`config.mk`:
```
export PLATFORM = sky130hd
export DESIGN_NAME = burst_mapper_flat
export DESIGN_NICKNAME = d
export VERILOG_FILES = /design/src/hdl/burst_pkg.sv /design/src/hdl/avmm_if.sv /design/src/hdl/burst_gearbox.sv /design/src/hdl/burst_mapper.sv /design/src/hdl/sop_tracker.sv /design/src/flat_wrapper.sv
export SDC_FILE = /design/constraint.sdc
export NUM_CORES = 1
export LEC_CHECK = 0
export BUFFER_PORTS_ARGS = -buffer_cell sky130_fd_sc_hd__buf_2
export CORE_ASPECT_RATIO = 0.9
export CORE_MARGIN = 2
export CORE_UTILIZATION = 44
export CTS_BUF_LIST = sky130_fd_sc_hd__clkbuf_8
export CTS_CLUSTER_DIAMETER = 100
export DETAILED_ROUTE_END_ITERATION = 16
export PLACE_DENSITY = 0.82
export SYNTH_ARGS = -nofsm -noshare
export SYNTH_HDL_FRONTEND = slang
export SYNTH_SLANG_ARGS = --single-unit
```
`constraint.sdc`:
```
create_clock -name clk -period 3.55 [get_ports clk]
set_input_delay 0.71 -clock clk [delete_from_list [all_inputs] [get_ports clk]]
set_output_delay 0.71 -clock clk [all_outputs]
set_load 0.1 [all_outputs]
```
`src/hdl/burst_pkg.sv`:
```
/*
 * Shared types for the burst-limited memory subsystem.
 * Imported by the interface, the mapper, the gearbox and the memory.
 */
`default_nettype none

package burst_pkg;

    // Word address into the 1024-word memory
    typedef logic [9:0] addr_t;

    // One data word and its byte enables
    typedef logic [31:0] data_t;
    typedef logic [3:0] byteen_t;

    // Response code, only OKAY is ever produced
    typedef logic [1:0] resp_t;

    localparam resp_t RESP_OKAY = 2'b00;

    // Read streaming state of the memory
    typedef enum logic {
        MEM_IDLE,
        MEM_READ
    } mem_state_t;

endpackage

`default_nettype wire

```
`src/hdl/avmm_if.sv`:
```
/*
 * Avalon-MM style memory bus with burst count, write responses and a user flag.
 * The master modport issues requests; the slave modport returns waitrequest and responses.
 */
`timescale 1ns/100ps
`default_nettype none

interface avmm_if
#(
    parameter int BURST_WIDTH = 3
)
(
    input logic clk,
    input logic reset_n
);
    import burst_pkg::*;

    // Request group
    logic read;
    logic write;
    addr_t address;
    logic [BURST_WIDTH-1:0] burstcount;
    data_t writedata;
    byteen_t byteenable;
    // Set on write bursts whose response must not reach the master
    logic user;
    logic waitrequest;

    // Response group
    logic readdatavalid;
    data_t readdata;
    resp_t response;
    logic writeresponsevalid;
    resp_t writeresponse;
    logic writeresponseuser;

    modport master
    (
        input clk, reset_n,
        output read, write, address, burstcount, writedata, byteenable, user,
        input waitrequest,
        input readdatavalid, readdata, response,
        input writeresponsevalid, writeresponse, writeresponseuser
    );

    modport slave
    (
        input clk, reset_n,
        input read, write, address, burstcount, writedata, byteenable, user,
        output waitrequest,
        output readdatavalid, readdata, response,
        output writeresponsevalid, writeresponse, writeresponseuser
    );

endinterface

`default_nettype wire

```
`src/hdl/burst_gearbox.sv`:
```
/*
 * Splits one master burst request into a run of slave-sized sub-bursts.
 * Load with m_new_req, then step with s_accept_req once per issued sub-burst.
 */
`timescale 1ns/100ps
`default_nettype none

module burst_gearbox
#(
    parameter int MASTER_BURST_WIDTH = 5,
    parameter int SLAVE_BURST_WIDTH = 3,
    parameter int NATURAL_ALIGNMENT = 0
)
(
    input logic clk,
    input logic reset_n,

    input logic m_new_req,
    input burst_pkg::addr_t m_addr,
    input logic [MASTER_BURST_WIDTH-1:0] m_burstcount,

    input logic s_accept_req,
    output logic s_req_complete,
    output burst_pkg::addr_t s_addr,
    output logic [SLAVE_BURST_WIDTH-1:0] s_burstcount
);
    import burst_pkg::*;

    // Largest count the slave takes, 4 beats for a 3-bit count
    localparam logic [MASTER_BURST_WIDTH-1:0] MAX_BEATS =
        MASTER_BURST_WIDTH'(1 << (SLAVE_BURST_WIDTH - 1));

    addr_t next_addr;
    logic [MASTER_BURST_WIDTH-1:0] beats_left;
    // Size limited by the slave only, then further limited by alignment
    logic [MASTER_BURST_WIDTH-1:0] cap_size;
    logic [MASTER_BURST_WIDTH-1:0] sub_size;

    always_comb
    begin
        if (beats_left > MAX_BEATS)
            cap_size = MAX_BEATS;
        else
            cap_size = beats_left;

        sub_size = cap_size;

        if (NATURAL_ALIGNMENT != 0)
        begin
            // Pick the largest power of two that fits and divides the address.
            // Walking upward lets each larger legal size overwrite the last
            sub_size = '0;
            for (int i = 0; i < SLAVE_BURST_WIDTH; i++)
            begin
                if ((MASTER_BURST_WIDTH'(1 << i) <= cap_size) &&
                    ((next_addr & addr_t'((1 << i) - 1)) == '0))
                    sub_size = MASTER_BURST_WIDTH'(1 << i);
            end
        end
    end

    always_ff @(posedge clk)
    begin
        if (!reset_n)
        begin
            beats_left <= '0;
        end
        else if (m_new_req)
        begin
            // A new master burst replaces whatever is left of the old one
            beats_left <= m_burstcount;
            next_addr <= m_addr;
        end
        else if (s_accept_req)
        begin
            beats_left <= beats_left - sub_size;
            next_addr <= next_addr + addr_t'(sub_size);
        end
    end

    assign s_addr = next_addr;
    assign s_burstcount = SLAVE_BURST_WIDTH'(sub_size);

    // Also high when idle, so an empty gearbox never stalls the master
    assign s_req_complete = (beats_left == sub_size);

endmodule

`default_nettype wire

```
`src/hdl/burst_mapper.sv`:
```
/*
 * Adapts master bursts of up to 16 beats onto a slave limited to shorter bursts.
 * Sits between two avmm_if instances that differ only in burst count width.
 */
`timescale 1ns/100ps
`default_nettype none

module burst_mapper
#(
    parameter int NATURAL_ALIGNMENT = 0
)
(
    avmm_if.slave mem_master,
    avmm_if.master mem_slave
);
    import burst_pkg::*;

    localparam int MASTER_BURST_WIDTH = $bits(mem_master.burstcount);
    localparam int SLAVE_BURST_WIDTH = $bits(mem_slave.burstcount);

    logic clk;
    logic reset_n;

    logic req_complete;
    logic m_new_req;
    logic s_accept_req;
    logic m_wr_sop;
    logic s_wr_sop;
    addr_t s_address;
    logic [SLAVE_BURST_WIDTH-1:0] s_burstcount;

    assign clk = mem_master.clk;
    assign reset_n = mem_master.reset_n;

    // The master waits while the memory waits, and while a read still has
    // sub-bursts to issue. Write beats map one to one, so they never add stalls
    assign mem_master.waitrequest = mem_slave.waitrequest ||
                                    (mem_slave.read && !req_complete);

    // Reads and the first beat of each write start a new master request
    assign m_new_req = !mem_master.waitrequest && m_wr_sop &&
                       (mem_master.read || mem_master.write);

    // The slave takes a sub-burst on a read or on the first beat of a write
    assign s_accept_req = !mem_slave.waitrequest && s_wr_sop &&
                          (mem_slave.read || mem_slave.write);

    burst_gearbox
    #(
        .MASTER_BURST_WIDTH(MASTER_BURST_WIDTH),
        .SLAVE_BURST_WIDTH(SLAVE_BURST_WIDTH),
        .NATURAL_ALIGNMENT(NATURAL_ALIGNMENT)
    )
    gearbox
    (
        .clk(clk),
        .reset_n(reset_n),
        .m_new_req(m_new_req),
        .m_addr(mem_master.address),
        .m_burstcount(mem_master.burstcount),
        .s_accept_req(s_accept_req),
        .s_req_complete(req_complete),
        .s_addr(s_address),
        .s_burstcount(s_burstcount)
    );

    // Request strobes move one stage forward whenever the master is not stalled
    always_ff @(posedge clk)
    begin
        if (!reset_n)
        begin
            mem_slave.read <= 1'b0;
            mem_slave.write <= 1'b0;
        end
        else if (!mem_master.waitrequest)
        begin
            mem_slave.read <= mem_master.read;
            mem_slave.write <= mem_master.write;
        end
    end

    always_ff @(posedge clk)
    begin
        if (!mem_master.waitrequest)
        begin
            mem_slave.writedata <= mem_master.writedata;
            mem_slave.byteenable <= mem_master.byteenable;
        end
    end

    // Address and count come from the gearbox and matter only on slave SOP beats
    assign mem_slave.address = s_address;
    assign mem_slave.burstcount = s_burstcount;

    // Every write sub-burst but the last asks the memory to tag its response
    assign mem_slave.user = mem_slave.write && !req_complete;

    // Read data carries no burst framing and goes straight back
    assign mem_master.readdatavalid = mem_slave.readdatavalid;
    assign mem_master.readdata = mem_slave.readdata;
    assign mem_master.response = mem_slave.response;

    // Tagged write responses are swallowed, leaving one per master burst
    assign mem_master.writeresponsevalid = mem_slave.writeresponsevalid &&
                                           !mem_slave.writeresponseuser;
    assign mem_master.writeresponse = mem_slave.writeresponse;
    assign mem_master.writeresponseuser = mem_slave.writeresponseuser;

    // Master side counts master write beats, slave side counts sub-burst beats
    sop_tracker
    #(
        .BURST_CNT_WIDTH(MASTER_BURST_WIDTH)
    )
    m_sop_tracker
    (
        .clk(clk),
        .reset_n(reset_n),
        .flit_valid(mem_master.write && !mem_master.waitrequest),
        .burstcount(mem_master.burstcount),
        .sop(m_wr_sop)
    );

    sop_tracker
    #(
        .BURST_CNT_WIDTH(SLAVE_BURST_WIDTH)
    )
    s_sop_tracker
    (
        .clk(clk),
        .reset_n(reset_n),
        .flit_valid(mem_slave.write && !mem_slave.waitrequest),
        .burstcount(mem_slave.burstcount),
        .sop(s_wr_sop)
    );

endmodule

`default_nettype wire

```
`src/hdl/sop_tracker.sv`:
```
/*
 * Marks the first beat of each write burst by counting beats against the burst count.
 * Feed it every accepted write beat; sop is valid for the beat currently presented.
 */
`timescale 1ns/100ps
`default_nettype none

module sop_tracker
#(
    parameter int BURST_CNT_WIDTH = 3
)
(
    input logic clk,
    input logic reset_n,
    input logic flit_valid,
    input logic [BURST_CNT_WIDTH-1:0] burstcount,
    output logic sop
);

    // Beats still expected after the current one in the open burst
    logic [BURST_CNT_WIDTH-1:0] beats_left;

    always_ff @(posedge clk)
    begin
        if (!reset_n)
        begin
            sop <= 1'b1;
            beats_left <= '0;
        end
        else if (flit_valid)
        begin
            if (sop)
            begin
                // The burst count is only meaningful on the first beat
                beats_left <= burstcount - BURST_CNT_WIDTH'(1);
                sop <= (burstcount == BURST_CNT_WIDTH'(1));
            end
            else
            begin
                beats_left <= beats_left - BURST_CNT_WIDTH'(1);
                sop <= (beats_left == BURST_CNT_WIDTH'(1));
            end
        end
    end

endmodule

`default_nettype wire

```
`src/flat_wrapper.sv`:
```
// flat-port wrapper written by rule: the top's interface ports become plain ports
module burst_mapper_flat import burst_pkg::*;
#(
    parameter int NATURAL_ALIGNMENT = 0
)
  (clk, reset_n, mem_master_read, mem_master_write, mem_master_address, mem_master_burstcount, mem_master_writedata, mem_master_byteenable, mem_master_user, mem_master_waitrequest, mem_master_readdatavalid, mem_master_readdata, mem_master_response, mem_master_writeresponsevalid, mem_master_writeresponse, mem_master_writeresponseuser, mem_slave_read, mem_slave_write, mem_slave_address, mem_slave_burstcount, mem_slave_writedata, mem_slave_byteenable, mem_slave_user, mem_slave_waitrequest, mem_slave_readdatavalid, mem_slave_readdata, mem_slave_response, mem_slave_writeresponsevalid, mem_slave_writeresponse, mem_slave_writeresponseuser);
  avmm_if mem_master_i (.clk(clk), .reset_n(reset_n));
  avmm_if mem_slave_i (.clk(clk), .reset_n(reset_n));
  input wire logic clk;
  input wire logic reset_n;
  input wire logic [$bits(mem_master_i.read)-1:0] mem_master_read;
  input wire logic [$bits(mem_master_i.write)-1:0] mem_master_write;
  input wire logic [$bits(mem_master_i.address)-1:0] mem_master_address;
  input wire logic [$bits(mem_master_i.burstcount)-1:0] mem_master_burstcount;
  input wire logic [$bits(mem_master_i.writedata)-1:0] mem_master_writedata;
  input wire logic [$bits(mem_master_i.byteenable)-1:0] mem_master_byteenable;
  input wire logic [$bits(mem_master_i.user)-1:0] mem_master_user;
  output wire logic [$bits(mem_master_i.waitrequest)-1:0] mem_master_waitrequest;
  output wire logic [$bits(mem_master_i.readdatavalid)-1:0] mem_master_readdatavalid;
  output wire logic [$bits(mem_master_i.readdata)-1:0] mem_master_readdata;
  output wire logic [$bits(mem_master_i.response)-1:0] mem_master_response;
  output wire logic [$bits(mem_master_i.writeresponsevalid)-1:0] mem_master_writeresponsevalid;
  output wire logic [$bits(mem_master_i.writeresponse)-1:0] mem_master_writeresponse;
  output wire logic [$bits(mem_master_i.writeresponseuser)-1:0] mem_master_writeresponseuser;
  output wire logic [$bits(mem_slave_i.read)-1:0] mem_slave_read;
  output wire logic [$bits(mem_slave_i.write)-1:0] mem_slave_write;
  output wire logic [$bits(mem_slave_i.address)-1:0] mem_slave_address;
  output wire logic [$bits(mem_slave_i.burstcount)-1:0] mem_slave_burstcount;
  output wire logic [$bits(mem_slave_i.writedata)-1:0] mem_slave_writedata;
  output wire logic [$bits(mem_slave_i.byteenable)-1:0] mem_slave_byteenable;
  output wire logic [$bits(mem_slave_i.user)-1:0] mem_slave_user;
  input wire logic [$bits(mem_slave_i.waitrequest)-1:0] mem_slave_waitrequest;
  input wire logic [$bits(mem_slave_i.readdatavalid)-1:0] mem_slave_readdatavalid;
  input wire logic [$bits(mem_slave_i.readdata)-1:0] mem_slave_readdata;
  input wire logic [$bits(mem_slave_i.response)-1:0] mem_slave_response;
  input wire logic [$bits(mem_slave_i.writeresponsevalid)-1:0] mem_slave_writeresponsevalid;
  input wire logic [$bits(mem_slave_i.writeresponse)-1:0] mem_slave_writeresponse;
  input wire logic [$bits(mem_slave_i.writeresponseuser)-1:0] mem_slave_writeresponseuser;
  assign mem_master_i.read = mem_master_read;
  assign mem_master_i.write = mem_master_write;
  assign mem_master_i.address = mem_master_address;
  assign mem_master_i.burstcount = mem_master_burstcount;
  assign mem_master_i.writedata = mem_master_writedata;
  assign mem_master_i.byteenable = mem_master_byteenable;
  assign mem_master_i.user = mem_master_user;
  assign mem_master_waitrequest = mem_master_i.waitrequest;
  assign mem_master_readdatavalid = mem_master_i.readdatavalid;
  assign mem_master_readdata = mem_master_i.readdata;
  assign mem_master_response = mem_master_i.response;
  assign mem_master_writeresponsevalid = mem_master_i.writeresponsevalid;
  assign mem_master_writeresponse = mem_master_i.writeresponse;
  assign mem_master_writeresponseuser = mem_master_i.writeresponseuser;
  assign mem_slave_read = mem_slave_i.read;
  assign mem_slave_write = mem_slave_i.write;
  assign mem_slave_address = mem_slave_i.address;
  assign mem_slave_burstcount = mem_slave_i.burstcount;
  assign mem_slave_writedata = mem_slave_i.writedata;
  assign mem_slave_byteenable = mem_slave_i.byteenable;
  assign mem_slave_user = mem_slave_i.user;
  assign mem_slave_i.waitrequest = mem_slave_waitrequest;
  assign mem_slave_i.readdatavalid = mem_slave_readdatavalid;
  assign mem_slave_i.readdata = mem_slave_readdata;
  assign mem_slave_i.response = mem_slave_response;
  assign mem_slave_i.writeresponsevalid = mem_slave_writeresponsevalid;
  assign mem_slave_i.writeresponse = mem_slave_writeresponse;
  assign mem_slave_i.writeresponseuser = mem_slave_writeresponseuser;
  burst_mapper #(.NATURAL_ALIGNMENT(NATURAL_ALIGNMENT)) u_core (.mem_master(mem_master_i), .mem_slave(mem_slave_i));
endmodule
```
==> results of run 1 <==
-- sequential cells by signal (all words and copies together), names as in the netlist --
| register | cells |
|---|---|
| u_core.m_sop_tracker.sop | 1 |
| u_core.mem_slave.byteenable | 4 |
| u_core.m_sop_tracker.beats_left | 3 |
| u_core.mem_slave.read | 1 |
| u_core.mem_slave.write | 1 |
| u_core.gearbox.beats_left | 3 |
| u_core.gearbox.s_addr | 10 |
| u_core.s_sop_tracker.beats_left | 3 |
| u_core.mem_slave.writedata | 32 |
| u_core.s_sop_tracker.sop | 1 |
-- per-layer routing --
metal,wire length [um],vias up,track usage (%)
met1,2320,898,17.3
met2,2800,89,28.7
met4,234,0,10.0
met5,0,-,0
li1,-,952,-
met3,611,30,5.96
-- metrics by stage --
step | utilization (%) | std cells | instance area [um^2]
after CTS | 54.8 | 412 | 3400
final | 54.8 | 412 | 3400
after global placement | 51.8 | 396 | 3220
after global routing | 54.8 | 412 | 3400
after detailed placement | 51.8 | 396 | 3220
after floorplan | - | 242 | 2870
-- how the worst min path moves through the flow --
stage                                                          startpoint                                         endpoint  slack, ns
final                     u_core.m_sop_tracker.beats_left[1]$_SDFFE_PN0P_  u_core.m_sop_tracker.beats_left[1]$_SDFFE_PN0P_       0.51
after global routing      u_core.s_sop_tracker.beats_left[1]$_SDFFE_PN0P_  u_core.s_sop_tracker.beats_left[1]$_SDFFE_PN0P_       0.53
after CTS                 u_core.m_sop_tracker.beats_left[1]$_SDFFE_PN0P_  u_core.m_sop_tracker.beats_left[1]$_SDFFE_PN0P_       0.51
after detailed placement  u_core.m_sop_tracker.beats_left[1]$_SDFFE_PN0P_  u_core.m_sop_tracker.beats_left[1]$_SDFFE_PN0P_       0.50
after global placement    u_core.m_sop_tracker.beats_left[1]$_SDFFE_PN0P_  u_core.m_sop_tracker.beats_left[1]$_SDFFE_PN0P_       0.48
after floorplan           u_core.m_sop_tracker.beats_left[1]$_SDFFE_PN0P_  u_core.m_sop_tracker.beats_left[1]$_SDFFE_PN0P_       0.46
-- worst max-delay path: stages, from the launching register on --
cell     delay [ns]
dfxtp_1        0.54
o211a_1        0.31
nor2_4         0.05
inv_1          0.06
buf_2          0.42
-- area by class of cell --
type	instances	area (um^2)	share of cell area [%]
flip-flops and latches	59	1640	48.2
repair buffers	113	573	16.8
clock inverters	7	61.3	1.80
clock buffers	9	124	3.64
multi-input cells	123	843	24.8
well taps	87	109	3.20
inverters	14	52.6	1.54
-- where the power goes --
group	switching, mW	leakage, nW	internal [mW]
Clock	0.250	0.0953	0.315
Combinational	0.361	0.904	0.0915
Sequential	0.0258	0.552	0.795
Total	0.637	1.55	1.20
-- Yosys cell counts, drive strengths merged (2+ instances only) --
library cell,n
nand4,3
xnor2,4
ha,13
a211oi,4
nor2b,4
nand2,20
mux2i,7
xor2,5
o21ai,11
edfxtp,46
inv,14
nor2,13
nand2b,3
buf,42
a21oi,8
nand3,4
nor3,2
dfxtp,13
conb,2
clkbuf,4
o211ai,3
and2,2
-- logic make-up (layout without fill, tap and decap cells) --
logic type	Yosys count	after routing	synth area share, %
fa+ha+maj	14	14	6.38
xor+xnor	9	9	2.75
flops	59	59	57.3
other cells	2	2	0.262
mux	7	7	2.45
compound gates	33	33	7.56
simple gates	58	58	9.79
buf+inv	60	143	13.5
==> reports/qor.txt, run 1 <==
CTS Buffer Depth: 2
Crit path launch type: register
CTS tree: built
Fin crit period: 2.42 ns
Worst slew pin tran: 0.511 ns
Vias in the first global route: 1,970
Max-Slew Margin vs Limit: 66.2%
Detailed Place HPWL: 4.54 mm
Final period utilization: 68.2%
R2R Path Start: u_core.gearbox.beats_left[2]$_SDFFE_PN0P_
FFs w/ async S/R, synth: 0%
Top post-synthesis cells by area: edfxtp_1 (48%), buf_4 (10%), dfxtp_1 (9.1%), ha_1 (5.7%), nand2_1 (2.6%)
Antenna violations before repair: 0
Setup Crit Path Kind: register to primary output
Starting Density: 46.1%
Post-CTS setup buffer count: 0
# port buffers: 110
Worst Setup SP: u_core.gearbox.beats_left[2]$_SDFFE_PN0P_
Worst Path Max Fanout: 11
Most common flop cell mapped by yosys: edfxtp_1
Die Y: 80.5 um
Tot Pwr: 1.84 mW
R2R setup slack: 1.28 ns
Via count: 1,969
First-pass GRT wire length: 8.98 mm
Post_cts resized: 0
Clock latency on the worst-skew pair: 0.33 ns
Routed len/inst: 14.5 um
Clock-pin slew on the worst setup and hold paths: 0.06 ns
GP Congestion: 0.781
Nets@finish: 428
Commonest non-fill, non-tap cells in the layout: buf_2 (110), edfxtp_1 (46), nand2_1 (20)
Most common cell after layout, fill and taps aside: buf_2
Area share of the largest cell type after synthesis: 48.2%
Power per Cell Area: 540 nW/um^2
R2r endpoint: u_core.gearbox.s_addr[9]$_DFFE_PP_
Final wirelength: 5.97 mm
Status: finished, final reports clean
VDD IR max: 0.205 mV
Post-DRT Antenna Nets: 0
Critical Path Sink: mem_master_waitrequest
Reg2reg path depth: 7
Setup TNS: 0 ns
H-tree levels: 3
Io pins: 186
Layout cells sized above 1: 40.0%
Critical path arrival: 1.71 ns
Clk sinks: 59
Cell taking the most area after synthesis: edfxtp_1
Max_cap viols: 0
Hold path cells: 2
Final slew viol count: 0
Worst hold path type: register to register
DR iter-0 viols: 59
Area growth syn-to-layout: 18.9%
Skew final: 0.00692 ns
GRT Overall Usage: 16.7%
Hold Slack: 0.506 ns
Cell variety after synth: 40
Seq/Total Area, Yosys: 57.3%
Synthesized area per cell: 11.8 um^2
CP required: 2.84 ns
Final worst slack: 1.13 ns
CTS Buf Count: 9
Mapped Area: 2860 um^2
Die area: 7170 um^2
Final Hold Viols: 0
Core Area: 6220 um^2
Synth Net Count: 350
Largest net degree at the start of global routing: 37
Cts hold-fix bufs: 0
Yosys warnings: 0
Antenna cells: 0
Final setup vio count: 0
RSZ-0062 raised after global routing: no
Worst slack at placement: 1.30 ns
DR pass1 iterations: 4
Crit. End Element: primary output
Rows: 27
Leak Pwr: 1.55 nW
Fillers: 552
Fmax achieved: 413 MHz
Vias per inst: 4.78
Number of synthesized flops with an enable pin: 46
DRC viols: 0
Synthesis-stage register bit count: 59
Die X: 89.0 um
Post-Synthesis Cells: 242
GR Overflow Total: 0
Root Buffer: clkbuf_8
Power figures use the tool's default switching activity.
==> run 2: changes to the inputs <==
--- a/config.mk
+++ b/config.mk
@@ -8,11 +8,11 @@
 export BUFFER_PORTS_ARGS = -buffer_cell sky130_fd_sc_hd__buf_2
 export CORE_ASPECT_RATIO = 0.9
 export CORE_MARGIN = 2
-export CORE_UTILIZATION = 44
+export CORE_UTILIZATION = 39
 export CTS_BUF_LIST = sky130_fd_sc_hd__clkbuf_8
 export CTS_CLUSTER_DIAMETER = 100
 export DETAILED_ROUTE_END_ITERATION = 16
-export PLACE_DENSITY = 0.82
+export PLACE_DENSITY = 0.77
 export SYNTH_ARGS = -nofsm -noshare
 export SYNTH_HDL_FRONTEND = slang
 export SYNTH_SLANG_ARGS = --single-unit
==> constraint.sdc (replaced) <==
create_clock -name clk -period 2.1 [get_ports clk]
set_input_delay 0.42 -clock clk [delete_from_list [all_inputs] [get_ports clk]]
set_output_delay 0.42 -clock clk [all_outputs]
set_load 0.1 [all_outputs]
==> run 2 against run 1 <==
  * Critical path depth stayed put
  * Worst hold slack worse by 0.24 ns
  * Flip-flop and latch count stayed put
  * Non-clock buffer count is 2 higher
  * Count of clock-buffer cells in the layout is 1 higher
  * Power is 66% higher
  * Die area is 12% higher
  * Clock power is 55% higher
  * Largest power group unchanged
  * Highest routed layer unchanged
==> reports/qor.txt, run 2 (synthesized netlist as in run 1, its figures left out) <==
Setup TNS: 0 ns
Io pins: 186
Detailed Place HPWL: 4.76 mm
Critical path cell sequence: buf_4 -> o21a_1 -> and2_1 -> buf_2
Area growth syn-to-layout: 21.4%
Crit-path leading delay family: buffers and inverters
Final period utilization: 94.4%
Critical path arrival: 1.56 ns
Post_cts resized: 0
Most common cell after layout, fill and taps aside: buf_2
First-pass GRT wire length: 9.02 mm
Buf/Inv on CP: 2
CTS tree: built
Final setup vio count: 0
Worst hold path type: input port to register
CTS Buffer Depth: 2
CP max stage delay: 0.42 ns
Power per Cell Area: 880 nW/um^2
Status: finished, final reports clean
Die Y: 85.3 um
VDD IR max: 0.263 mV
Vias in the first global route: 1,980
Routed len/inst: 14.4 um
Final slew viol count: 0
H-tree levels: 3
GRT Overall Usage: 15.0%
Antenna cells: 0
Leak Pwr: 1.55 nW
Skew final: 0.00871 ns
Crit path launch type: register
Antenna violations before repair: 0
Commonest non-fill, non-tap cells in the layout: buf_2 (109), edfxtp_1 (46), nand2_1 (20)
Clk sinks: 59
CP required: 1.68 ns
Fmax achieved: 504 MHz
Largest Register: u_core.mem_slave.writedata
Post-CTS setup buffer count: 0
Max reg flops: 32
Crit. End Element: primary output
Die X: 94.3 um
# port buffers: 110
Final Hold Viols: 0
Final worst slack: 0.118 ns
Worst path slowest cell: buf_2
Via count: 2,033
Largest net degree at the start of global routing: 37
Core Area: 7080 um^2
Post-DRT Antenna Nets: 0
RSZ-0062 raised after global routing: no
DR pass1 iterations: 4
Final wirelength: 6.04 mm
Worst Setup SP: u_core.gearbox.beats_left[2]$_SDFFE_PN0P_
GR Overflow Total: 0
Setup Crit Path Kind: register to primary output
Die area: 8050 um^2
Vias per inst: 4.84
Cts hold-fix bufs: 0
Clock-pin slew on the worst setup and hold paths: 0.07 ns
R2R Path Start: u_core.gearbox.beats_left[0]$_SDFFE_PN0P_
Fin crit period: 1.98 ns
Max_cap viols: 0
Layout cells sized above 1: 45.0%
Worst Path Max Fanout: 9
Root Buffer: clkbuf_8
DR iter-0 viols: 54
Fillers: 643
Hold_sp: mem_master_writedata[2]
Clock latency on the worst-skew pair: 0.33 ns
Nets@finish: 430
DRC viols: 0
Rows: 29
Starting Density: 40.5%
CTS Buf Count: 9
GP Congestion: 0.753
Worst slack at placement: 0.235 ns
## run 2: changes by cell type in the layout (fill, tap and decap cells not counted), sizes merged
cell and change:
buf +1, bufinv -1, clkbuf +2, clkinv +1, clkinvlp +2, inv -3
## run 2: report_power, final
group,internal [mW],switching (mW)
clock,0.448,0.428
combinational,0.170,0.623
sequential,1.34,0.0430
## run 2: worst paths after layout
path,slack (ns),to,depth (start not counted)
hold / removal,0.27,u_core.mem_slave.writedata[2]$_DFFE_PN_,1
setup / recovery,0.12,mem_slave_user,4
setup reg to reg,0.23,u_core.gearbox.s_addr[6]$_DFFE_PP_,7
hold reg to reg,0.50,u_core.mem_slave.write$_SDFFE_PN0N_,2
## run 2: metal layers
layer	wire [um]	global-route usage [%]
met4	118	8.17
met1	2350	14.9
met5	0	0
met2	2950	26.6
met3	615	5.77
## run 2: area by class of cell
| type | count | area, um^2 | share of cell area [%] |
|---|---|---|---|
| Clock buffer | 10 | 138 | 3.96 |
| Clock inverter | 6 | 33.8 | 0.972 |
| Inverter | 14 | 60.1 | 1.73 |
| Multi-Input combinational cell | 123 | 890 | 25.6 |
| Sequential cell | 59 | 1650 | 47.4 |
| Tap cell | 93 | 116 | 3.35 |
| Timing Repair Buffer | 115 | 591 | 17.0 |
## run 2: through the flow
stage / total power [mW] / utilization, % / std cells / area, um^2 / hold slack [ns]
finish: 3.06 / 49.1 / 420 / 3480 / 0.266
global route: 3.19 / 49.1 / 420 / 3480 / 0.239
CTS: 3.09 / 49.1 / 420 / 3470 / 0.250
detailed placement: 2.21 / 46.7 / 404 / 3300 / 0.497
global placement: 2.20 / 46.7 / 404 / 3300 / 0.478
floorplan: 2.38 / - / 242 / 2930 / 0.464
==> run 3: changes to the inputs <==
--- a/config.mk
+++ b/config.mk
@@ -5,14 +5,14 @@
 export SDC_FILE = /design/constraint.sdc
 export NUM_CORES = 1
 export LEC_CHECK = 0
-export BUFFER_PORTS_ARGS = -buffer_cell sky130_fd_sc_hd__buf_2
 export CORE_ASPECT_RATIO = 0.9
-export CORE_MARGIN = 2
-export CORE_UTILIZATION = 39
+export CORE_MARGIN = 1
+export CORE_UTILIZATION = 45
 export CTS_BUF_LIST = sky130_fd_sc_hd__clkbuf_8
 export CTS_CLUSTER_DIAMETER = 100
 export DETAILED_ROUTE_END_ITERATION = 16
-export PLACE_DENSITY = 0.77
+export DONT_BUFFER_PORTS = 1
+export PLACE_DENSITY = 0.61
 export SYNTH_ARGS = -nofsm -noshare
 export SYNTH_HDL_FRONTEND = slang
 export SYNTH_SLANG_ARGS = --single-unit
==> run 3 against run 2 <==
  * Utilization rose by 5.9 points
  * Clock skew fell by 0.0032 ns
  * Fmax rose by 1.7%
  * Largest cell class unchanged
  * Worst setup slack improved by 0.033 ns
  * Design area fell by 3.1%
  * Combinational power fell by 3.4%
  * Global-route usage rose by 1.8 points
  * Sequential share of layout area rose by 1.5 points
  * Critical path type unchanged
  * Routed wire length fell by 11%
  * Register-to-register slack got worse by 0.04 ns
==> reports/qor.txt, run 3 (synthesized netlist as in run 1, its figures left out) <==
Critical path cell sequence: buf_4 -> o211a_1 -> nor2_4 -> clkinvlp_4 -> buf_4
Critical path arrival: 1.53 ns
Rows: 27
DR iter-0 viols: 52
Final instance area: 3370 um^2
GRT Overall Usage: 16.7%
Vias per inst: 4.91
Power Internal: 2.17 mW
Reg2reg path depth: 7
Post_cts resized: 0
RSZ-0062 raised after global routing: no
Core Area: 6110 um^2
CP required: 1.68 ns
Crit path top cell by count: buf_4
CTS tree: built
Setup Crit Path Kind: register to primary output
Layout cells sized above 1: 33.3%
H-tree levels: 3
Most common cell after layout, fill and taps aside: buf_4
Worst Path Max Fanout: 7
Worst hold path type: input port to register
Final setup vio count: 0
Worst path slowest cell: dfxtp_2
GR Overflow Total: 0
Tot Pwr: 3.22 mW
Die area: 6690 um^2
Leak Pwr: 1.38 nW
Worst slew pin tran: 0.523 ns
Cts hold-fix bufs: 0
Io pins: 186
Largest Register: u_core.mem_slave.writedata
# port buffers: 0
CTS Buffer Depth: 2
Vias in the first global route: 1,697
Crit path launch type: register
Post-DRT Antenna Nets: 0
Skew final: 0.00552 ns
Routed len/inst: 15.1 um
Status: finished, final reports clean
Die X: 86.1 um
Fmax achieved: 513 MHz
Nets@finish: 374
VDD IR max: 0.380 mV
Crit. End Element: primary output
Largest net degree at the start of global routing: 37
DR pass1 iterations: 4
GP Congestion: 0.718
Via count: 1,752
Fin crit period: 1.95 ns
Hold Slack: 0.167 ns
Clk sinks: 59
Fillers: 536
CP max stage delay: 0.41 ns
Max_cap viols: 0
Sw Pwr: 1.06 mW
Max-Slew Margin vs Limit: 65.0%
Area growth syn-to-layout: 17.6%
Final wirelength: 5.40 mm
Flop pwr share: 43.0%
Clock latency on the worst-skew pair: 0.32 ns
Root Buffer: clkbuf_8
Post-CTS setup buffer count: 0
Commonest non-fill, non-tap cells in the layout: buf_4 (58), edfxtp_1 (46), nand2_1 (20)
Antenna violations before repair: 0
CTS Buf Count: 9
Clock-pin slew on the worst setup and hold paths: 0.06 ns
Starting Density: 46.8%
Final slew viol count: 0
Final period utilization: 92.8%
Max reg flops: 32
Antenna cells: 0
Final Hold Viols: 0
Die Y: 77.7 um
Hold path cells: 1
Power per Cell Area: 958 nW/um^2
Clock Power Share: 33.2%
Detailed Place HPWL: 4.10 mm
Net switching fraction of the power: 32.8%
DRC viols: 0
Placed Area: 3160 um^2
Power share of the combinational group: 23.8%
Fin util: 55.1%
First-pass GRT wire length: 8.30 mm
==> run 3: cell types whose count changed in the layout (fill, tap and decap cells not counted), sizes merged <==
cell and change:
bufinv +2, buf -55, clkinvlp -1, inv -1, clkbuf -2
==> run 3: metal layers <==
layer,vias to the layer above,wire length [um],GRT usage [%]
met5,-,0,0
met4,0,86,6.00
met3,18,597,9.36
met2,88,2640,28.5
met1,801,2080,17.1
li1,845,-,-
==> run 3: critical path, delay by kind of cell, from the launching register on <==
kind                   cells  cell delay, ns
buffers and inverters      3            0.50
DFF                        1            0.41
and+or+nand+nor            1            0.07
AOI/OAI and AO/OA          1            0.24
==> run 3: final timing paths <==
path | from | endpoint | slack [ns]
max | u_core.gearbox.beats_left[2]$_SDFFE_PN0P_ | mem_master_waitrequest | 0.15
min | reset_n | u_core.s_sop_tracker.sop$_SDFFE_PN1P_ | 0.17
max reg2reg | u_core.gearbox.beats_left[2]$_SDFFE_PN0P_ | u_core.gearbox.s_addr[9]$_DFFE_PP_ | 0.19
min reg2reg | u_core.s_sop_tracker.beats_left[1]$_SDFFE_PN0P_ | u_core.s_sop_tracker.beats_left[1]$_SDFFE_PN0P_ | 0.50
==> run 3: area by class of cell <==
type / count / area (um^2) / share of cell area, %
clock buffer: 9 / 124 / 3.68
multi-input combinational: 123 / 890 / 26.4
sequential: 59 / 1650 / 48.9
inverter: 14 / 60.1 / 1.78
tap: 87 / 109 / 3.23
clock inverter: 6 / 81.3 / 2.42
timing repair buffer: 59 / 455 / 13.5
==> run 3: metrics by stage <==
stage	setup slack [ns]	TNS, ns	std cells
detailed placement	0.187	0	342
global placement	0.199	0	342
CTS	0.123	0	357
global route	0.0706	0	357
finish	0.151	0	357
floorplan	-0.300	-2.10	242
==> run 3: power groups by stage <==
stage,sequential (mW),clock (mW),combinational (mW)
after floorplan,1.80,0,0.584
after global placement,1.41,0,0.764
after detailed placement,1.41,0,0.770
after CTS,1.39,1.11,0.772
after global routing,1.39,1.15,0.807
final,1.39,1.07,0.766
